--- src/hdl/mul_pkg.sv ---
////////////////////////////////////////////////////////////////////////////
// Shared definitions for the multiply unit.
// Widths are fixed: one 32-bit word, split into two halfwords or four
// bytes. The operator encoding is 3 bits and the codes above MUL_DOT16
// are unused. They return zero from the top level.
////////////////////////////////////////////////////////////////////////////

package mul_pkg;

  // Data widths
  localparam int WORD_W  = 32;
  localparam int HALF_W  = 16;
  localparam int BYTE_W  = 8;
  localparam int SHIFT_W = 5;

  // Lane counts of a packed operand word
  localparam int N_BYTE_LANES = WORD_W / BYTE_W;
  localparam int N_HALF_LANES = WORD_W / HALF_W;

  // Width of the 17x17 subword product plus accumulate
  localparam int SMAC_W = 2 * (HALF_W + 1);

  // Busy cycles of the high-half sequence before the result is ready
  localparam int MULH_STEPS = 3;

  // Operator encoding
  typedef enum logic [2:0] {
    MUL_MAC32 = 3'd0,
    MUL_MSU32 = 3'd1,
    MUL_H     = 3'd2,
    MUL_DOT8  = 3'd3,
    MUL_DOT16 = 3'd4
  } mul_op_e;

  // Bit 0 marks operand A as signed, bit 1 marks operand B as signed
  typedef logic [1:0] sign_sel_t;

  // Operand word seen whole or split into byte or halfword lanes
  typedef union packed {
    logic [WORD_W-1:0]                    word;
    logic [N_BYTE_LANES-1:0][BYTE_W-1:0]  lane8;
    logic [N_HALF_LANES-1:0][HALF_W-1:0]  lane16;
  } mul_word_u;

endpackage

--- src/hdl/mul_int_mac.sv ---
////////////////////////////////////////////////////////////////////////////
// 32-bit multiply-accumulate and multiply-subtract, purely combinational.
// Only the low 32 bits are produced, so signedness of the operands does
// not change the result.
////////////////////////////////////////////////////////////////////////////

`timescale 1ns/100ps

module mul_int_mac (
  input  logic                       is_msu_i,
  input  logic [mul_pkg::WORD_W-1:0] op_a_i,
  input  logic [mul_pkg::WORD_W-1:0] op_b_i,
  input  logic [mul_pkg::WORD_W-1:0] op_c_i,
  output logic [mul_pkg::WORD_W-1:0] result_o
);

  import mul_pkg::*;

  logic [WORD_W-1:0] op_a_msu;
  logic [WORD_W-1:0] op_b_msu;
  logic [WORD_W-1:0] product;

  // Subtract without a negator
  // -(A*B) = (~A)*B + B, so invert A and add B once more
  assign op_a_msu = op_a_i ^ {WORD_W{is_msu_i}};
  assign op_b_msu = op_b_i & {WORD_W{is_msu_i}};

  assign product  = op_a_msu * op_b_i;

  // Accumulate with truncation to the word width
  assign result_o = op_c_i + op_b_msu + product;

endmodule

--- config.mk ---
export PLATFORM = sky130hd
export DESIGN_NAME = mul_int_mac
export DESIGN_NICKNAME = d
export VERILOG_FILES = /design/src/hdl/mul_pkg.sv /design/src/hdl/mul_int_mac.sv
export SDC_FILE = /design/constraint.sdc
export NUM_CORES = 1
export LEC_CHECK = 0
export BUFFER_PORTS_ARGS = -buffer_cell sky130_fd_sc_hd__clkbuf_2
export CORE_MARGIN = 2
export CORE_UTILIZATION = 62
export DETAILED_ROUTE_END_ITERATION = 7
export GPL_TIMING_DRIVEN = 0
export PLACE_DENSITY = 0.82
export RECOVER_POWER = 50
export SYNTH_ARGS = -nofsm -noshare
export SYNTH_HDL_FRONTEND = slang
export SYNTH_SLANG_ARGS = --single-unit
--- constraint.sdc ---
create_clock -name vclk -period 41.3
set_input_delay 10.325 -clock vclk [all_inputs]
set_output_delay 10.325 -clock vclk [all_outputs]
set_load 0.02 [all_outputs]
==> flow_summary.rst <==
.. list-table::
   :header-rows: 1

   * - Metric
     - Value
   * - Dpl hpwl
     - 47,900 um
   * - DRC violations left
     - 0
   * - Arrival time reported for the critical path endpoint
     - roughly 20 ns
   * - Final weighted congestion of routability-driven global placement
     - roughly 1.0
   * - Outcome
     - completed
   * - Overflow after GRT
     - 0
   * - Chip Width
     - between 150 and 200 um
   * - Max Clock Freq
     - 32.8 MHz
   * - Startpoint Class
     - primary input
   * - Number of distinct library cell variants in the gate-level netlist after synthesis
     - 49
   * - Worst Path Required
     - about 31 ns
   * - Classification of the worst-slack hold path
     - primary input to output pin
   * - Total routing usage reported by global routing
     - 0.390
   * - Std cell rows
     - 62
   * - Number of detailed-routing iterations run before antenna repair
     - 7
   * - Post-synthesis to final-layout area growth
     - 5.97%
   * - Most frequent cells after synthesis
     - sky130_fd_sc_hd__inv_1, sky130_fd_sc_hd__fa_1, sky130_fd_sc_hd__and2_1
   * - Synthesized netlist cell count
     - ~2,100
   * - Post-synth net total
     - about 2,800
   * - Effective utilization at floorplan
     - 0.634
   * - Largest net degree at the start of global routing
     - 11
   * - Start point of the worst hold path
     - op_c_i[0]
   * - Critical Setup Path Class
     - primary input to output pin
   * - IO Count
     - ~130
   * - Final Cycle Share
     - 0.739
   * - Pins over their slew limit
     - 0
   * - Via count of the first global-routing pass
     - around 16,000
   * - Flip-flop and latch area
     - 0 um2
   * - Setup Fix Bufs, Post-CTS
     - 0
   * - Area fraction of the dominant cell type after synthesis
     - 0.511
   * - Slowest cell on crit path
     - sky130_fd_sc_hd__clkbuf_1
   * - Max Cap Viol
     - 0
   * - Post-synthesis cell area
     - ~18,000 um2
   * - Headroom to the max-slew limit
     - 0.195
   * - Cell type contributing the most total cell area after synthesis
     - sky130_fd_sc_hd__fa_1
   * - Port Buffers
     - 125
   * - Ratio of cells with drive above 1 in the final layout
     - 0.0597
   * - Largest fanout on the critical path
     - 10
   * - Critical Path Sink Type
     - output pin
   * - Average footprint of a synthesized cell
     - 8.91 um2
   * - Number of warnings issued by yosys
     - 0
   * - Sequential share of the synthesized area
     - 0
   * - Largest cells by area after synthesis
     - sky130_fd_sc_hd__fa_1, sky130_fd_sc_hd__inv_1, sky130_fd_sc_hd__and2_1
   * - Hold Fails Final Rpt
     - 0
   * - Remaining number of nets flagged by the antenna check after routing
     - 0
   * - Worst min-delay path endpoint
     - result_o[0]
   * - Max incr delay on CP
     - approximately 0.9 ns
   * - CTS hold repair buffers
     - 0
   * - Area enclosed by the die boundary
     - 30,900 um2
   * - Accumulated negative setup slack
     - 0 ns
   * - Sum of routed wire length over all layers
     - between 50,000 and 60,000 um
   * - Chip Height
     - about 180 um
   * - Number of fillers in the final layout
     - 2,390
   * - Number of design-rule violations left by the first detailed-router iteration
     - between 1,000 and 1,500
   * - Worst hold path cell count
     - 4
   * - Number of vias after detailed routing
     - approximately 14,000
   * - Wire length of the first global-routing pass
     - 88,400 um
   * - Sequential cell count
     - 0
   * - Worst path most repeated cell
     - sky130_fd_sc_hd__fa_1
   * - Top-count cell post-synth
     - sky130_fd_sc_hd__inv_1
   * - Number of setup violations in the final report
     - 0
   * - Area of the core
     - 28,900 um2
   * - Average vias per placed instance
     - around 5.6
   * - Gates resized, CTS repair
     - 0
   * - Number of antenna violations at the first check in global routing
     - 5
   * - Number of nets in the final layout
     - 2,878
   * - Multi-input gate area
     - 15,900 um2
   * - Slew at the pin closest to its max-slew limit
     - ~1.2 ns
   * - Unrepaired setup endpoints after global routing
     - false
   * - WL per Instance
     - ~22 um
   * - Count of clock buffers in the final design
     - 0
   * - Shortest clock period the worst path allows after layout
     - a little over 30 ns
## worst max-delay path: cells and delay by family
kind | cells | cell delay (ns)
xor gates and xnor gates | 2 | 0.39
AOI/OAI and AO/OA | 7 | 2.20
and+or+nand+nor | 2 | 0.50
buffers and inverters | 8 | 2.82
adders and majority gates | 9 | 3.94
## per-layer routing
layer,routed length (um),track usage
met1,20800,0.504
met2,26100,0.626
met3,6990,0.0963
met4,3610,0.180
met5,13,0
## per-stage QoR
step           utilization  instance area [um2]  std cells  setup slack, ns  hold WS, ns
3_5_place_dp         0.672                19400       2563            11.59        21.14
4_1_cts              0.672                19400       2563            11.57        21.14
2_1_floorplan            -                18300       2053            13.77        20.98
3_3_place_gp         0.672                19400       2562            11.55        21.13
6_report             0.671                19400       2565            10.79        21.13
5_1_grt              0.671                19400       2563            10.56        21.17
## worst max path at each step
stage	start	end	slack, ns	cells after the start
final	is_msu_i	result_o[31]	10.79	28
after global routing	is_msu_i	result_o[31]	10.56	28
after global placement	is_msu_i	result_o[31]	11.55	26
after detailed placement	is_msu_i	result_o[31]	11.59	28
after floorplan	is_msu_i	result_o[31]	13.77	27
after CTS	is_msu_i	result_o[31]	11.57	28
## cell usage in the layout (no fill, tap or decap), drive strengths merged, types with 3 or more instances in the layout
| master | n |
|---|---|
| a211oi | 4 |
| a21o | 15 |
| a21oi | 21 |
| and2 | 298 |
| buf | 6 |
| clkbuf | 216 |
| fa | 467 |
| ha | 133 |
| inv | 536 |
| nand2 | 270 |
| nand2b | 3 |
| nor2 | 18 |
| nor2b | 5 |
| nor3 | 3 |
| o211ai | 6 |
| o21a | 7 |
| o21ai | 18 |
| o21bai | 5 |
| xnor2 | 75 |
| xor2 | 43 |
## cell type report
| type | count | share of cell area |
|---|---|---|
| multi-input cells | 1421 | 0.819 |
| inverters | 536 | 0.104 |
| repair buffers | 126 | 0.0320 |
| well taps | 384 | 0.0248 |
| plain buffers | 96 | 0.0202 |
| diodes | 2 | 0.000258 |
## cell families after synthesis
group	count (synthesis)	share of synthesized area
buffers and inverters	632	0.132
and+or+nand+nor	608	0.169
adders and majority gates	600	0.602
xor gates and xnor gates	118	0.0621
muxes	3	0.00171
AOI/OAI and AO/OA	92	0.0335
