### src/hdl/mul_pkg.sv
////////////////////////////////////////////////////////////////////////////
// Shared definitions for the multiply unit.
// Widths are fixed: one 32-bit word, split into two halfwords or four
// bytes. The operator encoding is 3 bits and the codes above MUL_DOT16
// are unused. They return zero from the top level.
////////////////////////////////////////////////////////////////////////////

package mul_pkg;

  // Data widths
  localparam int WORD_W  = 32;
  localparam int HALF_W  = 16;
  localparam int BYTE_W  = 8;
  localparam int SHIFT_W = 5;

  // Lane counts of a packed operand word
  localparam int N_BYTE_LANES = WORD_W / BYTE_W;
  localparam int N_HALF_LANES = WORD_W / HALF_W;

  // Width of the 17x17 subword product plus accumulate
  localparam int SMAC_W = 2 * (HALF_W + 1);

  // Busy cycles of the high-half sequence before the result is ready
  localparam int MULH_STEPS = 3;

  // Operator encoding
  typedef enum logic [2:0] {
    MUL_MAC32 = 3'd0,
    MUL_MSU32 = 3'd1,
    MUL_H     = 3'd2,
    MUL_DOT8  = 3'd3,
    MUL_DOT16 = 3'd4
  } mul_op_e;

  // Bit 0 marks operand A as signed, bit 1 marks operand B as signed
  typedef logic [1:0] sign_sel_t;

  // Operand word seen whole or split into byte or halfword lanes
  typedef union packed {
    logic [WORD_W-1:0]                    word;
    logic [N_BYTE_LANES-1:0][BYTE_W-1:0]  lane8;
    logic [N_HALF_LANES-1:0][HALF_W-1:0]  lane16;
  } mul_word_u;

endpackage

### src/hdl/mul_dot_unit.sv
////////////////////////////////////////////////////////////////////////////
// Byte and halfword dot products with accumulate, combinational.
// signed_i applies to every lane of an operand alike.
// Results wrap to 32 bits.
////////////////////////////////////////////////////////////////////////////

`timescale 1ns/100ps

module mul_dot_unit (
  input  mul_pkg::sign_sel_t         signed_i,
  input  mul_pkg::mul_word_u         op_a_i,
  input  mul_pkg::mul_word_u         op_b_i,
  input  logic [mul_pkg::WORD_W-1:0] op_c_i,
  output logic [mul_pkg::WORD_W-1:0] dot8_o,
  output logic [mul_pkg::WORD_W-1:0] dot16_o
);

  import mul_pkg::*;

  logic [N_BYTE_LANES-1:0][BYTE_W:0]       byte_a;
  logic [N_BYTE_LANES-1:0][BYTE_W:0]       byte_b;
  logic [N_BYTE_LANES-1:0][2*BYTE_W+1:0]   byte_mul;
  logic signed [WORD_W-1:0]                dot8_sum;

  logic [N_HALF_LANES-1:0][HALF_W:0]       half_a;
  logic [N_HALF_LANES-1:0][HALF_W:0]       half_b;
  logic [N_HALF_LANES-1:0][2*HALF_W+1:0]   half_mul;
  logic signed [WORD_W-1:0]                dot16_sum;

  ////////////////////////////////////////////////////////////////////////////
  // Byte lanes
  ////////////////////////////////////////////////////////////////////////////

  always_comb begin
    dot8_sum = op_c_i;
    for (int i = 0; i < N_BYTE_LANES; i++) begin
      byte_a[i]   = {signed_i[0] & op_a_i.lane8[i][BYTE_W-1], op_a_i.lane8[i]};
      byte_b[i]   = {signed_i[1] & op_b_i.lane8[i][BYTE_W-1], op_b_i.lane8[i]};
      byte_mul[i] = $signed(byte_a[i]) * $signed(byte_b[i]);
      // Sign-extended into the running sum
      dot8_sum    = dot8_sum + $signed(byte_mul[i]);
    end
  end

  ////////////////////////////////////////////////////////////////////////////
  // Halfword lanes
  ////////////////////////////////////////////////////////////////////////////

  always_comb begin
    dot16_sum = op_c_i;
    for (int i = 0; i < N_HALF_LANES; i++) begin
      half_a[i]   = {signed_i[0] & op_a_i.lane16[i][HALF_W-1], op_a_i.lane16[i]};
      half_b[i]   = {signed_i[1] & op_b_i.lane16[i][HALF_W-1], op_b_i.lane16[i]};
      half_mul[i] = $signed(half_a[i]) * $signed(half_b[i]);
      // Only the low word of each product reaches the result
      dot16_sum   = dot16_sum + $signed(half_mul[i][WORD_W-1:0]);
    end
  end

  assign dot8_o  = dot8_sum;
  assign dot16_o = dot16_sum;

endmodule

### config.mk
export PLATFORM = sky130hd
export DESIGN_NAME = mul_dot_unit
export DESIGN_NICKNAME = d
export VERILOG_FILES = /design/src/hdl/mul_pkg.sv /design/src/hdl/mul_dot_unit.sv
export SDC_FILE = /design/constraint.sdc
export NUM_CORES = 2
export LEC_CHECK = 0
export ABC_AREA = 0
export BUFFER_PORTS_ARGS = -buffer_cell sky130_fd_sc_hd__buf_2
export CAP_MARGIN = 20
export CORE_MARGIN = 3
export CORE_UTILIZATION = 55
export DETAILED_ROUTE_END_ITERATION = 16
export GPL_TIMING_DRIVEN = 0
export PLACE_DENSITY = 0.8
export SLEW_MARGIN = 20
export SYNTH_ARGS = -nofsm -noshare
export SYNTH_HDL_FRONTEND = slang
export SYNTH_SLANG_ARGS = --single-unit
### constraint.sdc
create_clock -name vclk -period 7.1
set_input_delay 0 -clock vclk [all_inputs]
set_output_delay 0 -clock vclk [all_outputs]
set_load 0.005 [all_outputs]
==> results.yml <==
status:
  status: "finished, violations left"
  violations: "negative setup slack"
floorplan:
  die_area_sq_um: 69500
  die_y_um: 264
  rows: 93
  io_pins: 162
  start_util: 0.561
  die_width_um: 264
  core_sq_um: 65000
yosys:
  yosys.area.top_type: "fa_1"
  synthCells: 3772
  synth_nets: 5294
  ys_seq_area_frac: 0
  synthTopCellsByArea: "fa_1, inv_1, ha_1"
  synth_area_sq_um: 36500
  ys_types: 58
  synth_top_area_frac: 0.596
  synth_warnings: 0
  syn_avg_cell_area_sq_um: 9.67
grt:
  grt_pass1_vias: 29600
  grt_remaining_overflow: 0
  antenna_found_initial: 2
  grt.total_usage: 0.339
  grt_pass1_wl_um: 175000
  grt_max_degree: 18
finish:
  drive_gt1_frac: 0.150
  syn_to_final_growth_pct: 13.2
  nFlopsAndLatches: 0
  final-seq-area_sq_um: 0
  nClkBuffers: 0
  final_cells: 4855
  nets: 5523
  final_cell_area_sq_um: 41300
critical_path:
  cp-start-kind: "input pin"
  required_ns: 7.10
  worstPathArrival_ns: 7.21
  endpoint_kind: "primary output"
  crit_fanout: 10
  path_class: "in -> out"
detailed_routing:
  routed_wirelength_um: 114000
  antenna_left: 0
  viasPerCell: 5.43
  route.detailed.drc: 0
  drt_pass1_iterations: 5
  vias: 26400
  wl_per_cell_um: 23.5
  drtIter0Drc: 1992
sta:
  rsz0062_at_grt: "yes"
  min_period_ns: 7.21
  fin_crit_sh: 1.02
  max_freq_mhz: 139
  worstMarginPinSlew_ns: 0.537
  final-hold-violation-count: 0
  setup_viol: 3
  max_slew_margin: 0.642
  drv_slew: 0
  timing.final.ws_setup_ns: -0.109
placement:
  hpwl_um: 101000
  place_congestion: 1.02
  place_area_sq_um: 38300
  placedCellCount: 4774
  port_buffers: 147
min_path:
  hp-class: "in -> out"
job:
  max_cap_violations: 0
clock_network:
  cts-hold-fix-buffers: 0
-- path summary, 6_finish.rpt --
path / slack, ns / cells past startpoint / to / from
hold / removal: 0.32 / 3 / dot8_o[0] / op_c_i[0]
setup / recovery: -0.11 / 27 / dot8_o[31] / op_a_i[15]
-- routing by layer --
metal  track usage  up-vias  wire [um]
li1              -    11000          -
met1         0.430    13800      41100
met2         0.551     1250      54000
met3        0.0681      339      10800
met4         0.180        0       8200
met5             0        -          0
-- repair_timing --
item,4_1_cts,5_1_grt
pin swaps,92,118
gates cloned,3,0
resized for setup,481,172
endpoints found under the hold margin,0,0
setup buffers,42,42
setup endpoints to repair,39,22
-- cells by family (layout without fill, tap and decap cells) --
logic type | Yosys count | count (layout) | share of synthesized area
xor+xnor | 98 | 98 | 0.0235
fa+ha+maj | 1424 | 1424 | 0.712
mux | 1 | 1 | 0.000274
simple gates | 722 | 722 | 0.0949
compound gates | 143 | 143 | 0.0271
buf+inv | 1384 | 1611 | 0.142
other cells | 0 | 1 | 0
-- stage by stage --
stage | utilization | hold slack, ns | worst slack, ns | setup TNS (ns)
floorplan | - | 0.119 | 0.0103 | 0
CTS | 0.623 | 0.319 | -0.161 | -0.431
finish | 0.635 | 0.316 | -0.109 | -0.158
global placement | 0.589 | 0.313 | -1.68 | -36.80
detailed placement | 0.589 | 0.319 | -1.81 | -39.20
global route | 0.635 | 0.342 | -0.315 | -1.44
-- cell usage after synthesis (12+ instances only) --
master,number
ha_1,338
a21o_1,18
nand2_1,358
xnor2_1,83
or2_2,29
inv_1,1288
fa_1,1086
nor2_1,59
and2_1,208
o21a_1,12
and3_1,27
xor2_1,15
clkbuf_1,95
a21oi_1,38
o21ai_0,21
-- worst max-delay path, stage by stage --
cell	delay, ns
buf_2	0.14
buf_4	0.22
and3_2	0.27
fa_2	0.49
buf_4	0.16
buf_6	0.11
fa_2	0.50
fa_1	0.58
fa_1	0.45
fa_1	0.51
fa_1	0.51
fa_1	0.49
inv_1	0.05
fa_1	0.53
inv_2	0.06
ha_4	0.23
o21a_1	0.17
o21a_1	0.22
o2111ai_4	0.24
a211oi_4	0.07
buf_6	0.15
o31ai_4	0.28
o21ai_2	0.09
a211o_1	0.27
a21oi_2	0.14
xnor2_1	0.12
buf_2	0.13
-- cell type report --
cell class	instances	area, sq um
antenna	1	2.50
buffer	91	1380
fill	5150	23700
inverter	1288	4860
multi-input combinational	2388	32300
tap	855	1070
timing repair buffer	232	1670
-- placed cells by master (no fill, tap or decap), drive strengths merged, types with 6 or more instances in the layout --
cell	count
a21oi	39
ha	338
nor3	12
xor2	15
a21o	18
inv	1285
a211oi	8
o21ai	26
buf	252
clkbuf	71
or2	29
nor2	59
and2	208
nand2b	6
o21bai	10
fa	1086
and3	27
nand2	359
xnor2	83
o21a	12
nand3	11
Power is left out: the tool's default activity adds up to more than one toggle a clock period on the data nets, which glitch-free logic cannot reach.
