## src/hdl/mul_pkg.sv

```systemverilog
////////////////////////////////////////////////////////////////////////////
// Shared definitions for the multiply unit.
// Widths are fixed: one 32-bit word, split into two halfwords or four
// bytes. The operator encoding is 3 bits and the codes above MUL_DOT16
// are unused. They return zero from the top level.
////////////////////////////////////////////////////////////////////////////

package mul_pkg;

  // Data widths
  localparam int WORD_W  = 32;
  localparam int HALF_W  = 16;
  localparam int BYTE_W  = 8;
  localparam int SHIFT_W = 5;

  // Lane counts of a packed operand word
  localparam int N_BYTE_LANES = WORD_W / BYTE_W;
  localparam int N_HALF_LANES = WORD_W / HALF_W;

  // Width of the 17x17 subword product plus accumulate
  localparam int SMAC_W = 2 * (HALF_W + 1);

  // Busy cycles of the high-half sequence before the result is ready
  localparam int MULH_STEPS = 3;

  // Operator encoding
  typedef enum logic [2:0] {
    MUL_MAC32 = 3'd0,
    MUL_MSU32 = 3'd1,
    MUL_H     = 3'd2,
    MUL_DOT8  = 3'd3,
    MUL_DOT16 = 3'd4
  } mul_op_e;

  // Bit 0 marks operand A as signed, bit 1 marks operand B as signed
  typedef logic [1:0] sign_sel_t;

  // Operand word seen whole or split into byte or halfword lanes
  typedef union packed {
    logic [WORD_W-1:0]                    word;
    logic [N_BYTE_LANES-1:0][BYTE_W-1:0]  lane8;
    logic [N_HALF_LANES-1:0][HALF_W-1:0]  lane16;
  } mul_word_u;

endpackage

```

## src/hdl/mul_short_mac.sv

```systemverilog
////////////////////////////////////////////////////////////////////////////
// 17x17 signed subword multiply with a 34-bit accumulate and a right shift.
// Each 16-bit lane is extended to 17 bits, by sign or by zero as sign_i
// selects, so unsigned lanes are multiplied exactly.
// With arith_i low the two top sum bits are masked and the shift is
// logical.
////////////////////////////////////////////////////////////////////////////

`timescale 1ns/100ps

module mul_short_mac (
  input  logic                        lane_a_hi_i,
  input  logic                        lane_b_hi_i,
  input  mul_pkg::sign_sel_t          sign_i,
  input  logic [mul_pkg::WORD_W-1:0]  op_a_i,
  input  logic [mul_pkg::WORD_W-1:0]  op_b_i,
  input  logic [mul_pkg::SMAC_W-1:0]  acc_i,
  input  logic [mul_pkg::SHIFT_W-1:0] shift_i,
  input  logic                        arith_i,
  output logic [mul_pkg::SMAC_W-1:0]  sum_o,
  output logic [mul_pkg::SMAC_W-1:0]  result_o
);

  import mul_pkg::*;

  logic [HALF_W-1:0] lane_a;
  logic [HALF_W-1:0] lane_b;
  logic [HALF_W:0]   mul_a;
  logic [HALF_W:0]   mul_b;
  logic [SMAC_W-1:0] product;
  logic [SMAC_W-1:0] sum;
  logic [SMAC_W-1:0] shift_in;

  // Lane selection
  assign lane_a = lane_a_hi_i ? op_a_i[WORD_W-1:HALF_W] : op_a_i[HALF_W-1:0];
  assign lane_b = lane_b_hi_i ? op_b_i[WORD_W-1:HALF_W] : op_b_i[HALF_W-1:0];

  // Extend to 17 bits
  assign mul_a = {sign_i[0] & lane_a[HALF_W-1], lane_a};
  assign mul_b = {sign_i[1] & lane_b[HALF_W-1], lane_b};

  assign product = $signed(mul_a) * $signed(mul_b);
  assign sum     = product + acc_i;

  // Top two bits only survive for an arithmetic shift
  assign shift_in = {arith_i & sum[SMAC_W-1],
                     arith_i & sum[SMAC_W-2],
                     sum[SMAC_W-3:0]};

  assign result_o = $signed(shift_in) >>> shift_i;
  assign sum_o    = sum;

endmodule

```

## src/hdl/mulh_seq.sv

```systemverilog
////////////////////////////////////////////////////////////////////////////
// High-half multiply sequencer, upper 32 bits of a 32x32 product.
// Takes three busy cycles, then holds the result in FINISH until
// ex_ready_i. Operands and signed_i must stay stable the whole time.
// Partial sum and carry are kept here and cleared at the hand-off.
////////////////////////////////////////////////////////////////////////////

`timescale 1ns/100ps

module mulh_seq (
  input  logic                       clk,
  input  logic                       rst_n,
  input  logic                       start_i,
  input  mul_pkg::sign_sel_t         signed_i,
  input  logic [mul_pkg::WORD_W-1:0] op_a_i,
  input  logic [mul_pkg::WORD_W-1:0] op_b_i,
  input  logic                       ex_ready_i,
  output logic [mul_pkg::WORD_W-1:0] result_o,
  output logic                       ready_o,
  output logic                       multicycle_o
);

  import mul_pkg::*;

  typedef enum logic [2:0] {IDLE, STEP0, STEP1, STEP2, FINISH} mulh_state_e;

  mulh_state_e        state_q;
  mulh_state_e        state_d;
  logic [WORD_W-1:0]  partial_q;
  logic               carry_q;

  logic               lane_a_hi;
  logic               lane_b_hi;
  sign_sel_t          step_sign;
  logic [SHIFT_W-1:0] step_shift;
  logic               step_arith;
  logic [SMAC_W-1:0]  step_acc;
  logic               save_partial;
  logic               save_carry;
  logic               clear_carry;
  logic               handoff;
  logic [SMAC_W-1:0]  mac_sum;
  logic [SMAC_W-1:0]  mac_result;

  mul_short_mac u_short_mac (
    .lane_a_hi_i (lane_a_hi),
    .lane_b_hi_i (lane_b_hi),
    .sign_i      (step_sign),
    .op_a_i      (op_a_i),
    .op_b_i      (op_b_i),
    .acc_i       (step_acc),
    .shift_i     (step_shift),
    .arith_i     (step_arith),
    .sum_o       (mac_sum),
    .result_o    (mac_result)
  );

  ////////////////////////////////////////////////////////////////////////////
  // Step control
  ////////////////////////////////////////////////////////////////////////////

  always_comb begin
    state_d      = state_q;
    lane_a_hi    = 1'b0;
    lane_b_hi    = 1'b0;
    step_sign    = 2'b00;
    step_shift   = '0;
    step_arith   = 1'b0;
    // Partial with the saved carry as its sign
    step_acc     = {{(SMAC_W-WORD_W){carry_q}}, partial_q};
    save_partial = 1'b0;
    save_carry   = 1'b0;
    clear_carry  = 1'b0;
    handoff      = 1'b0;
    ready_o      = 1'b0;
    multicycle_o = 1'b0;

    case (state_q)
      IDLE: begin
        ready_o = 1'b1;
        if (start_i) begin
          ready_o = 1'b0;
          state_d = STEP0;
        end
      end
      STEP0: begin
        // AL*BL is always unsigned and never overflows
        multicycle_o = 1'b1;
        step_acc     = '0;
        step_shift   = SHIFT_W'(HALF_W);
        save_partial = 1'b1;
        state_d      = STEP1;
      end
      STEP1: begin
        // AL*BH is signed only if B is
        // Sum bit 32 is kept as the carry
        multicycle_o = 1'b1;
        lane_b_hi    = 1'b1;
        step_sign    = {signed_i[1], 1'b0};
        step_arith   = 1'b1;
        save_partial = 1'b1;
        save_carry   = 1'b1;
        state_d      = STEP2;
      end
      STEP2: begin
        // AH*BL is signed only if A is
        // Bits above 32 are shifted back in, so the carry goes away
        multicycle_o = 1'b1;
        lane_a_hi    = 1'b1;
        step_sign    = {1'b0, signed_i[0]};
        step_shift   = SHIFT_W'(HALF_W);
        step_arith   = 1'b1;
        save_partial = 1'b1;
        save_carry   = 1'b1;
        clear_carry  = 1'b1;
        state_d      = FINISH;
      end
      FINISH: begin
        lane_a_hi = 1'b1;
        lane_b_hi = 1'b1;
        step_sign = signed_i;
        ready_o   = 1'b1;
        if (ex_ready_i) begin
          handoff = 1'b1;
          state_d = IDLE;
        end
      end
      default: state_d = IDLE;
    endcase
  end

  always_ff @(posedge clk or negedge rst_n) begin
    if (!rst_n) begin
      state_q   <= IDLE;
      partial_q <= '0;
      carry_q   <= 1'b0;
    end else begin
      state_q <= state_d;
      if (save_partial) begin
        partial_q <= mac_result[WORD_W-1:0];
      end else if (handoff) begin
        partial_q <= '0;
      end
      if (save_carry) begin
        carry_q <= ~clear_carry & mac_sum[WORD_W];
      end else if (handoff) begin
        carry_q <= 1'b0;
      end
    end
  end

  assign result_o = mac_result[WORD_W-1:0];

endmodule

```

## config.mk

```make
export PLATFORM = sky130hd
export DESIGN_NAME = mulh_seq
export DESIGN_NICKNAME = d
export VERILOG_FILES = /design/src/hdl/mul_pkg.sv /design/src/hdl/mul_short_mac.sv /design/src/hdl/mulh_seq.sv
export SDC_FILE = /design/constraint.sdc
export NUM_CORES = 1
export LEC_CHECK = 0
export BUFFER_PORTS_ARGS = -buffer_cell sky130_fd_sc_hd__buf_2
export CAP_MARGIN = 20
export CORE_ASPECT_RATIO = 1.1
export CORE_MARGIN = 2
export CORE_UTILIZATION = 50
export CTS_CLUSTER_DIAMETER = 100
export DETAILED_ROUTE_END_ITERATION = 7
export GPL_TIMING_DRIVEN = 1
export HOLD_SLACK_MARGIN = 0.1
export PLACE_DENSITY = 0.8
export SYNTH_ARGS = -nofsm -noshare
export SYNTH_HDL_FRONTEND = slang
export SYNTH_HIERARCHICAL = 1
export SYNTH_SLANG_ARGS = --single-unit
```

## constraint.sdc

```tcl
create_clock -name clk -period 9.8 [get_ports clk]
set_clock_uncertainty 0.05 [all_clocks]
set_input_delay 0.98 -clock clk [delete_from_list [all_inputs] [get_ports clk]]
set_output_delay 0.98 -clock clk [all_outputs]
set_load 0.1 [all_outputs]
```

==> results of run 1 <==
## worst max-delay path, stage by stage, from the launching register on
cell	delay (ps)
dfrtp_2	480
xnor2_1	190
nor2_4	110
buf_12	250
mux2_2	480
buf_4	200
nand2_1	80
fa_1	460
fa_1	520
fa_1	520
inv_1	60
fa_1	530
inv_1	60
fa_1	470
inv_1	50
fa_1	470
ha_1	310
buf_4	170
a21oi_1	270
o21ai_2	180
a211oi_4	400
nor2_2	100
xor2_2	190
mux2_4	270
mux4_1	570
o21ai_0	330
a21oi_4	90
clkbuf_4	340
## metrics by stage
| stage | utilization | hold slack, ps | std cells | area (um2) | TNS (ps) |
|---|---|---|---|---|---|
| after floorplan | - | 462.2 | 2145 | 17980 | -1055 |
| after global placement | 0.5564 | 475.5 | 2682 | 19550 | 0 |
| after detailed placement | 0.5564 | 490.8 | 2682 | 19550 | -262.0 |
| after CTS | 0.5623 | 499.0 | 2690 | 19750 | 0 |
| after global routing | 0.5692 | 513.0 | 2696 | 20000 | 0 |
| final | 0.5692 | 497.3 | 2696 | 20000 | 0 |
## registers in the layout, indices dropped and copies added, names as in the netlist
name and count:
partial_q 32, state_q 3, carry_q 1
## worst paths after layout
path / startpoint / to / slack, ps / depth (start not counted)
max: state_q[1]$_DFFE_PN0P_ / result_o[19] / 280 / 27
min: partial_q[2]$_DFFE_PN0P_ / partial_q[2]$_DFFE_PN0P_ / 500 / 2
max reg2reg: state_q[1]$_DFFE_PN0P_ / partial_q[28]$_DFFE_PN0P_ / 1470 / 28
min reg2reg: partial_q[2]$_DFFE_PN0P_ / partial_q[2]$_DFFE_PN0P_ / 500 / 2
max in group asynchronous: rst_n / state_q[1]$_DFFE_PN0P_ / 8400 / 1
min in group asynchronous: rst_n / partial_q[20]$_DFFE_PN0P_ / 740 / 1
## cells in the final DEF, fill, tap and decap left out, types with 25 or more instances in the layout
cell      instances
a211oi_1         25
a21oi_1          82
buf_2            76
buf_4            87
dfrtp_1          35
fa_1            339
ha_1            101
inv_1           460
mux2_2           44
mux2i_1          37
nand2_1         240
nor2_1          203
nor2b_1          41
o21ai_0          26
o22ai_1          42
## layer usage
layer,vias up,track usage
li1,7048,-
met1,7890,0.3989
met2,704,0.5274
met3,160,0.03602
met4,0,0.1317
met5,-,0
## timing repair
action / in CTS / in global routing
hold buffers: 0 / 0
setup endpoints to repair: 11 / 27
setup buffers: 0 / 5
pin swaps: 0 / 3
gates resized for setup: 9 / 43
## layout make-up
class	instances	area, um2
fillers	3152	15140
multi-input cells	1548	15090
inverters	466	1753
repair buffers	194	1528
flip-flops and latches	36	902.1
well taps	444	555.5
clock buffers	5	125.1
clock inverters	3	42.54
==> results.yml, run 1 <==
clocking:
  cts_tree: "yes"
  numCtsBuffers: 5
  cts.clk_slew.worst_paths_ps: 60
  cts-root-buf: "clkbuf_16"
  numClockSinks: 36
  clockBufferDepth: 2
  clock_latency_ps: 280
  h-tree-depth: 2
yosys:
  yosysWarningCount: 6
  syn_area_um2: 17770
  synth.avg_cell_area_um2: 8.329
  synthCells: 2134
sta:
  rsz0062_at_grt: "false"
  setup_slack_ps: 276.8
  final-setup-viol-count: 0
  fmax_mhz: 105.0
  period_share: 0.9718
  hold_violations: 0
  worst_slew_pin_slew_ps: 929.6
  drv_slew: 0
  min_period_ps: 9523
  max_slew_margin: 0.3780
min_path:
  hp-class: "flip-flop to flip-flop"
floorplan:
  core-area_um2: 35130
  start_util: 0.5059
  ios: 104
  core.rowCount: 72
  die_area_um2: 37070
  die_x_um: 183.8
  die_h_um: 201.7
critical_path:
  crit_path_start_kind: "flip-flop"
  crit_path_end_kind: "output pin"
  crit_fanout: 32
  cp.arrival_ps: 8490
  worstSetupPathType: "flip-flop to output pin"
  cp.required_ps: 8770
flow_run:
  maxCapViolCount: 0
routing:
  wl_per_cell_um: 20.82
  drt_wl_total_um: 56130
  drt-initial-drc-count: 1229
  top_layer_used: "met4"
  num_vias: 15800
  dr.pass1.iters: 7
  dr_wl_met2_um: 27300
  wirelength_met1_um: 22310
  routed_via_density: 5.861
  dr_wl_met3_um: 3689
  postRouteAntennaNets: 0
  drc: 0
global_route:
  grt_pass1_wl_um: 89670
  grt_usage: 0.3096
  grt_max_degree: 38
  grt-ovfl-total: 0
  grt_pass1_vias: 16430
  grt_antenna_before_repair: 0
finish:
  nets: 2762
  antenna_cells: 0
  drive_above_1_share: 0.1501
  syn_to_final_growth_pct: 12.51
status:
  status: "complete, no violations"
place:
  post-place-ws_ps: -89.00
  io_buffers: 103
  gp_congestion: 0.9901
  dp_hpwl_um: 48450
Power of run 1 is not shown: default switching activity piles up to over one toggle a cycle in this logic, so the estimate is an artifact.
==> run 2: changes to the inputs <==
--- a/config.mk
+++ b/config.mk
@@ -15,6 +15,7 @@
 export GPL_TIMING_DRIVEN = 1
 export HOLD_SLACK_MARGIN = 0.1
 export PLACE_DENSITY = 0.8
+export RECOVER_POWER = 25
 export SYNTH_ARGS = -nofsm -noshare
 export SYNTH_HDL_FRONTEND = slang
 export SYNTH_HIERARCHICAL = 1
==> run 2 against run 1 <==
The flow now finishes with violations (max-capacitance violations, max-slew violations). Flip-flop and latch count unchanged. Worst hold slack got worse by 0.61 ps. Fmax hardly changed. Via count barely moved. Critical endpoint unchanged. Highest routed layer unchanged.
==> results.yml, run 2 (synthesized netlist as in run 1, its figures left out) <==
status:
  status: "finished with violations"
  violations: "max-capacitance violations, max-slew violations"
sta:
  rsz0062_at_grt: "false"
  hold_violations: 0
  fin_hold_ws_ps: 496.6
  max_slew_margin: -0.2856
  drv_slew: 75
  final-setup-viol-count: 0
  fmax_mhz: 105.0
  worst_slew_pin_slew_ps: 1928
  period_share: 0.9714
  min_period_ps: 9520
floorplan:
  die_area_um2: 37070
  start_util: 0.5059
  die_x_um: 183.8
  ios: 104
  core.rowCount: 72
  die_h_um: 201.7
  core-area_um2: 35130
critical_path:
  crit_start: "state_q[1]$_DFFE_PN0P_"
  worstSetupPathType: "flip-flop to output pin"
  crit_slowest_cell: "mux4_1"
  crit_fanout: 32
  cp_common_cell: "fa_1"
  r2r_cells: 30
  r2r_end: "partial_q[14]$_DFFE_PN0P_"
  cp.required_ps: 8770
  regToRegSetupSlack_ps: 1430
  max_stage_delay_ps: 570
  r2r_start: "state_q[2]$_DFFE_PN0P_"
  crit_path_end_kind: "output pin"
  cp.arrival_ps: 8490
  crit_path_start_kind: "flip-flop"
global_route:
  grt_max_degree: 38
  grt_usage: 0.3096
  grt_pass1_vias: 16430
  grt_antenna_before_repair: 0
  grt_pass1_wl_um: 89670
  grt-ovfl-total: 0
finish:
  seqCellArea_um2: 902.1
  largest_register_ffs: 32
  nets: 2762
  drive_above_1_share: 0.1492
  reg_top3: "partial_q (32), state_q (3), carry_q (1)"
  antenna_cells: 0
  layout_common_cells: "inv_1, fa_1, nand2_1, nor2_1, ha_1"
  largest-register: "partial_q"
  multiInputGateArea_um2: 15090
  n_fill_cell: 3155
  syn_to_final_growth_pct: 12.48
  mostFrequentLayoutCell: "inv_1"
clocking:
  clockBufferDepth: 2
  clock_latency_ps: 280
  cts.clk_slew.worst_paths_ps: 60
  cts_tree: "yes"
  cts-root-buf: "clkbuf_16"
  h-tree-depth: 2
  numCtsBuffers: 5
  numClockSinks: 36
routing:
  drt_wl_total_um: 56120
  dr.pass1.iters: 6
  num_vias: 15790
  postRouteAntennaNets: 0
  drt-initial-drc-count: 1229
  routed_via_density: 5.856
  wl_per_cell_um: 20.82
  drc: 0
place:
  gp_congestion: 0.9901
  dp_hpwl_um: 48450
  io_buffers: 103
min_path:
  hp-start: "partial_q[2]$_DFFE_PN0P_"
  hp-class: "flip-flop to flip-flop"
  whs_endpoint: "partial_q[2]$_DFFE_PN0P_"
  holdPathStages: 2
flow_run:
  maxCapViolCount: 2
## run 2: cell count changes in the layout (fill, tap and decap cells not counted)
cell,before,now
buf_4,87,86
clkbuf_1,0,2
buf_2,76,75
## run 2: cell type report
type,instances,share of cell area
clock buffer,5,0.006259
clock inverter,3,0.002128
inverter,466,0.08768
multi-input combinational,1548,0.7548
sequential,36,0.04512
tap,444,0.02779
timing repair buffer,194,0.07617
## run 2: worst max path at each step
| stage | to | slack (ps) | cells past startpoint |
|---|---|---|---|
| 2_1_floorplan | result_o[25] | -390 | 30 |
| 5_1_grt | result_o[18] | 10 | 28 |
| 3_3_place_gp | result_o[10] | 110 | 27 |
| 6_report | result_o[19] | 280 | 27 |
| 3_5_place_dp | result_o[18] | -90 | 29 |
| 4_1_cts | result_o[10] | 40 | 27 |
## run 2: layer usage
layer	vias up	part of all wire	track usage
li1	7046	-	-
met1	7888	0.40	0.3989
met2	698	0.49	0.5274
met3	156	0.067	0.03602
met4	0	0.050	0.1317
met5	-	0	0
## run 2: per-stage QoR
step / instances / TNS, ps / worst slack, ps / util / area [um2]
final: 2696 / 0 / 280.1 / 0.5690 / 19990
after global routing: 2696 / 0 / 11.05 / 0.5690 / 19990
after CTS: 2690 / 0 / 40.79 / 0.5623 / 19750
after detailed placement: 2682 / -262.0 / -89.00 / 0.5564 / 19550
after global placement: 2682 / 0 / 105.5 / 0.5564 / 19550
after floorplan: 2145 / -1055 / -393.9 / - / 17980
## run 2: critical path: cells and delay by family (launching register included)
| kind | cells | cell delay, ps |
|---|---|---|
| fa+ha+maj | 7 | 3280 |
| mux | 3 | 1320 |
| compound gates | 5 | 1280 |
| buf+inv | 7 | 1130 |
| flops | 1 | 480 |
| xor+xnor | 2 | 380 |
| simple gates | 3 | 290 |
## run 2: timing repair
action / 4_1_cts / 5_1_grt
hold buffers: 0 / 0
gates cloned: 0 / 0
pin swaps: 0 / 3
buffers inserted: 0 / 5
resized for setup: 9 / 43
setup endpoints to repair: 11 / 27
endpoints found under the hold margin: 0 / 0
Power of run 2 is left out for the same reason.
==> run 3: changes to the inputs <==
--- a/config.mk
+++ b/config.mk
@@ -14,9 +14,8 @@
 export DETAILED_ROUTE_END_ITERATION = 7
 export GPL_TIMING_DRIVEN = 1
 export HOLD_SLACK_MARGIN = 0.1
-export PLACE_DENSITY = 0.8
+export PLACE_DENSITY = 0.81
 export RECOVER_POWER = 25
 export SYNTH_ARGS = -nofsm -noshare
 export SYNTH_HDL_FRONTEND = slang
-export SYNTH_HIERARCHICAL = 1
 export SYNTH_SLANG_ARGS = --single-unit
==> run 3 against run 2 <==
The run ends with design-rule violations, max-capacitance violations, max-slew violations left. Fmax up 0.31%. Via count down 28%. Core utilization down 0.85 points. Flip-flop and latch count unchanged. Setup slack better by 29 ps. Register-to-register slack better by 180 ps. Largest cell class unchanged. Highest routed layer unchanged.
==> results.yml, run 3 <==
sta:
  rsz0062_at_grt: "false"
  max_slew_margin: -0.3396
  setup_slack_ps: 309.5
  hold_violations: 0
  min_period_ps: 9490
  fin_hold_ws_ps: 442.9
  worst_slew_pin_slew_ps: 2009
  fmax_mhz: 105.4
  tns_ps: 0
  period_share: 0.9684
  drv_slew: 37
  final-setup-viol-count: 0
critical_path:
  crit_fanout: 20
  cp.required_ps: 8770
  worstSetupPathType: "flip-flop to output pin"
  crit_slowest_cell: "fa_1"
  max_stage_delay_ps: 540
  regToRegSetupSlack_ps: 1610
  crit_path_start_kind: "flip-flop"
  crit_path_end_kind: "output pin"
  cp_common_cell: "fa_1"
  cp.arrival_ps: 8460
yosys:
  synth.avg_cell_area_um2: 8.880
  synth-seq-cells: 36
  syn_area_um2: 14650
  postSynth.asyncResetShare: 1.000
  yosysTopAreaCellShare: 0.4632
  synth.distinct_cells: 55
  synth_flop_cell: "dfrtp_1"
  synth_edf_count: 0
  ys_seq_area_frac: 0.06148
  yosysMostFrequentCell: "inv_1"
  yosysWarningCount: 0
  synthCells: 1650
  synthTopCellsByArea: "fa_1, inv_1, ha_1, nand2_1, dfrtp_1"
  yosys.area.top_type: "fa_1"
  synthTopCellsByCount: "inv_1, fa_1, nand2_1, nor2_1, ha_1"
  syn-num-nets: 2161
clocking:
  cts-root-buf: "clkbuf_16"
  clockBufferDepth: 2
  cts.clk_slew.worst_paths_ps: 50
  numCtsBuffers: 5
  h-tree-depth: 2
  clock_latency_ps: 280
  numClockSinks: 36
  cts_tree: "yes"
  post_cts_buffers: 0
place:
  dp_hpwl_um: 33640
  post-place-ws_ps: 192.0
  place_area_um2: 15920
  io_buffers: 103
  gp_congestion: 0.9392
routing:
  drt-initial-drc-count: 690
  drc: 5
  wl_per_cell_um: 18.05
  routed_via_density: 5.399
  dr.pass1.iters: 7
  postRouteAntennaNets: 0
  drt_wl_total_um: 37930
  num_vias: 11340
global_route:
  grt_max_degree: 37
  grt_pass1_wl_um: 61890
  grt_antenna_before_repair: 0
  grt_usage: 0.2555
  grt-ovfl-total: 0
  grt_pass1_vias: 12260
finish:
  antenna_cells: 0
  fin_area_um2: 16140
  layout_common_cells: "inv_1, fa_1, nand2_1, nor2_1, ha_1"
  syn_to_final_growth_pct: 10.14
  largest_register_ffs: 32
  drive_above_1_share: 0.1091
  n_fill_cell: 2501
  multiInputGateArea_um2: 12010
  nets: 2243
  largest-register: "partial_q"
  reg_top3: "partial_q (32), state_q (3), carry_q (1)"
  mostFrequentLayoutCell: "inv_1"
  seqCellArea_um2: 902.1
min_path:
  hp-class: "flip-flop to flip-flop"
flow_run:
  maxCapViolCount: 1
status:
  violations: "design-rule violations, max-capacitance violations, max-slew violations"
  status: "finished with violations"
floorplan:
  core-area_um2: 28790
  die_h_um: 183.5
  die_area_um2: 30690
  core.rowCount: 65
  start_util: 0.5090
  ios: 104
  die_x_um: 167.2
## run 3: timing repair
item | CTS | global route
setup endpoints to repair | 7 | 22
resized for setup | 2 | 6
hold buffers | 0 | 0
## run 3: kinds of logic (layout without fill, tap and decap cells)
logic type / after synthesis / count (layout) / synth area share
XOR/XNOR: 44 / 44 / 0.02630
AND/OR/NAND/NOR: 456 / 456 / 0.1289
AO/OA/AOI/OAI: 139 / 139 / 0.06848
flip-flops: 36 / 36 / 0.06148
multiplexers: 56 / 56 / 0.04047
adder cells (fa/ha/maj): 441 / 441 / 0.5503
buffers and inverters: 478 / 561 / 0.1242
## run 3: final cells by class
type                    instances  share of cell area
clock buffers                   6            0.007986
multi-input cells            1136              0.7440
well taps                     368             0.02853
repair buffers                132             0.06350
clock inverters                 2            0.002171
inverters                     421             0.09792
flip-flops and latches         36             0.05590
## run 3: critical path: cells and delay by family (launching register included)
kind	cells	cell delay, ps
AND/OR/NAND/NOR	5	880
buffers and inverters	5	1240
flip-flops	1	450
AO/OA/AOI/OAI	5	1280
XOR/XNOR	1	210
adder cells (fa/ha/maj)	7	3350
multiplexers	2	750
## run 3: worst paths after layout
| check | start | end | cells past startpoint |
|---|---|---|---|
| hold reg to reg | partial_q[0]$_DFFE_PN0P_ | partial_q[0]$_DFFE_PN0P_ | 1 |
| hold / removal | partial_q[0]$_DFFE_PN0P_ | partial_q[0]$_DFFE_PN0P_ | 1 |
| max in group asynchronous | rst_n | state_q[2]$_DFFE_PN0P_ | 1 |
| setup reg to reg | state_q[1]$_DFFE_PN0P_ | partial_q[15]$_DFFE_PN0P_ | 26 |
| setup / recovery | state_q[1]$_DFFE_PN0P_ | result_o[10] | 25 |
| min in group asynchronous | rst_n | partial_q[3]$_DFFE_PN0P_ | 1 |
## run 3: through the flow
step           utilization  cells
6_report            0.5605   2101
5_1_grt             0.5605   2101
4_1_cts             0.5589   2100
3_5_place_dp        0.5529   2092
3_3_place_gp        0.5529   2092
2_1_floorplan            -   1650
## run 3: routing by layer
layer / share of wire / global-route usage / up-vias
met3: 0.049 / 0.02863 / 97
met2: 0.53 / 0.4661 / 402
li1: - / - / 5061
met1: 0.37 / 0.3032 / 5784
met5: 0 / 0 / -
met4: 0.052 / 0.1197 / 0
Power of run 3 is left out for the same reason.
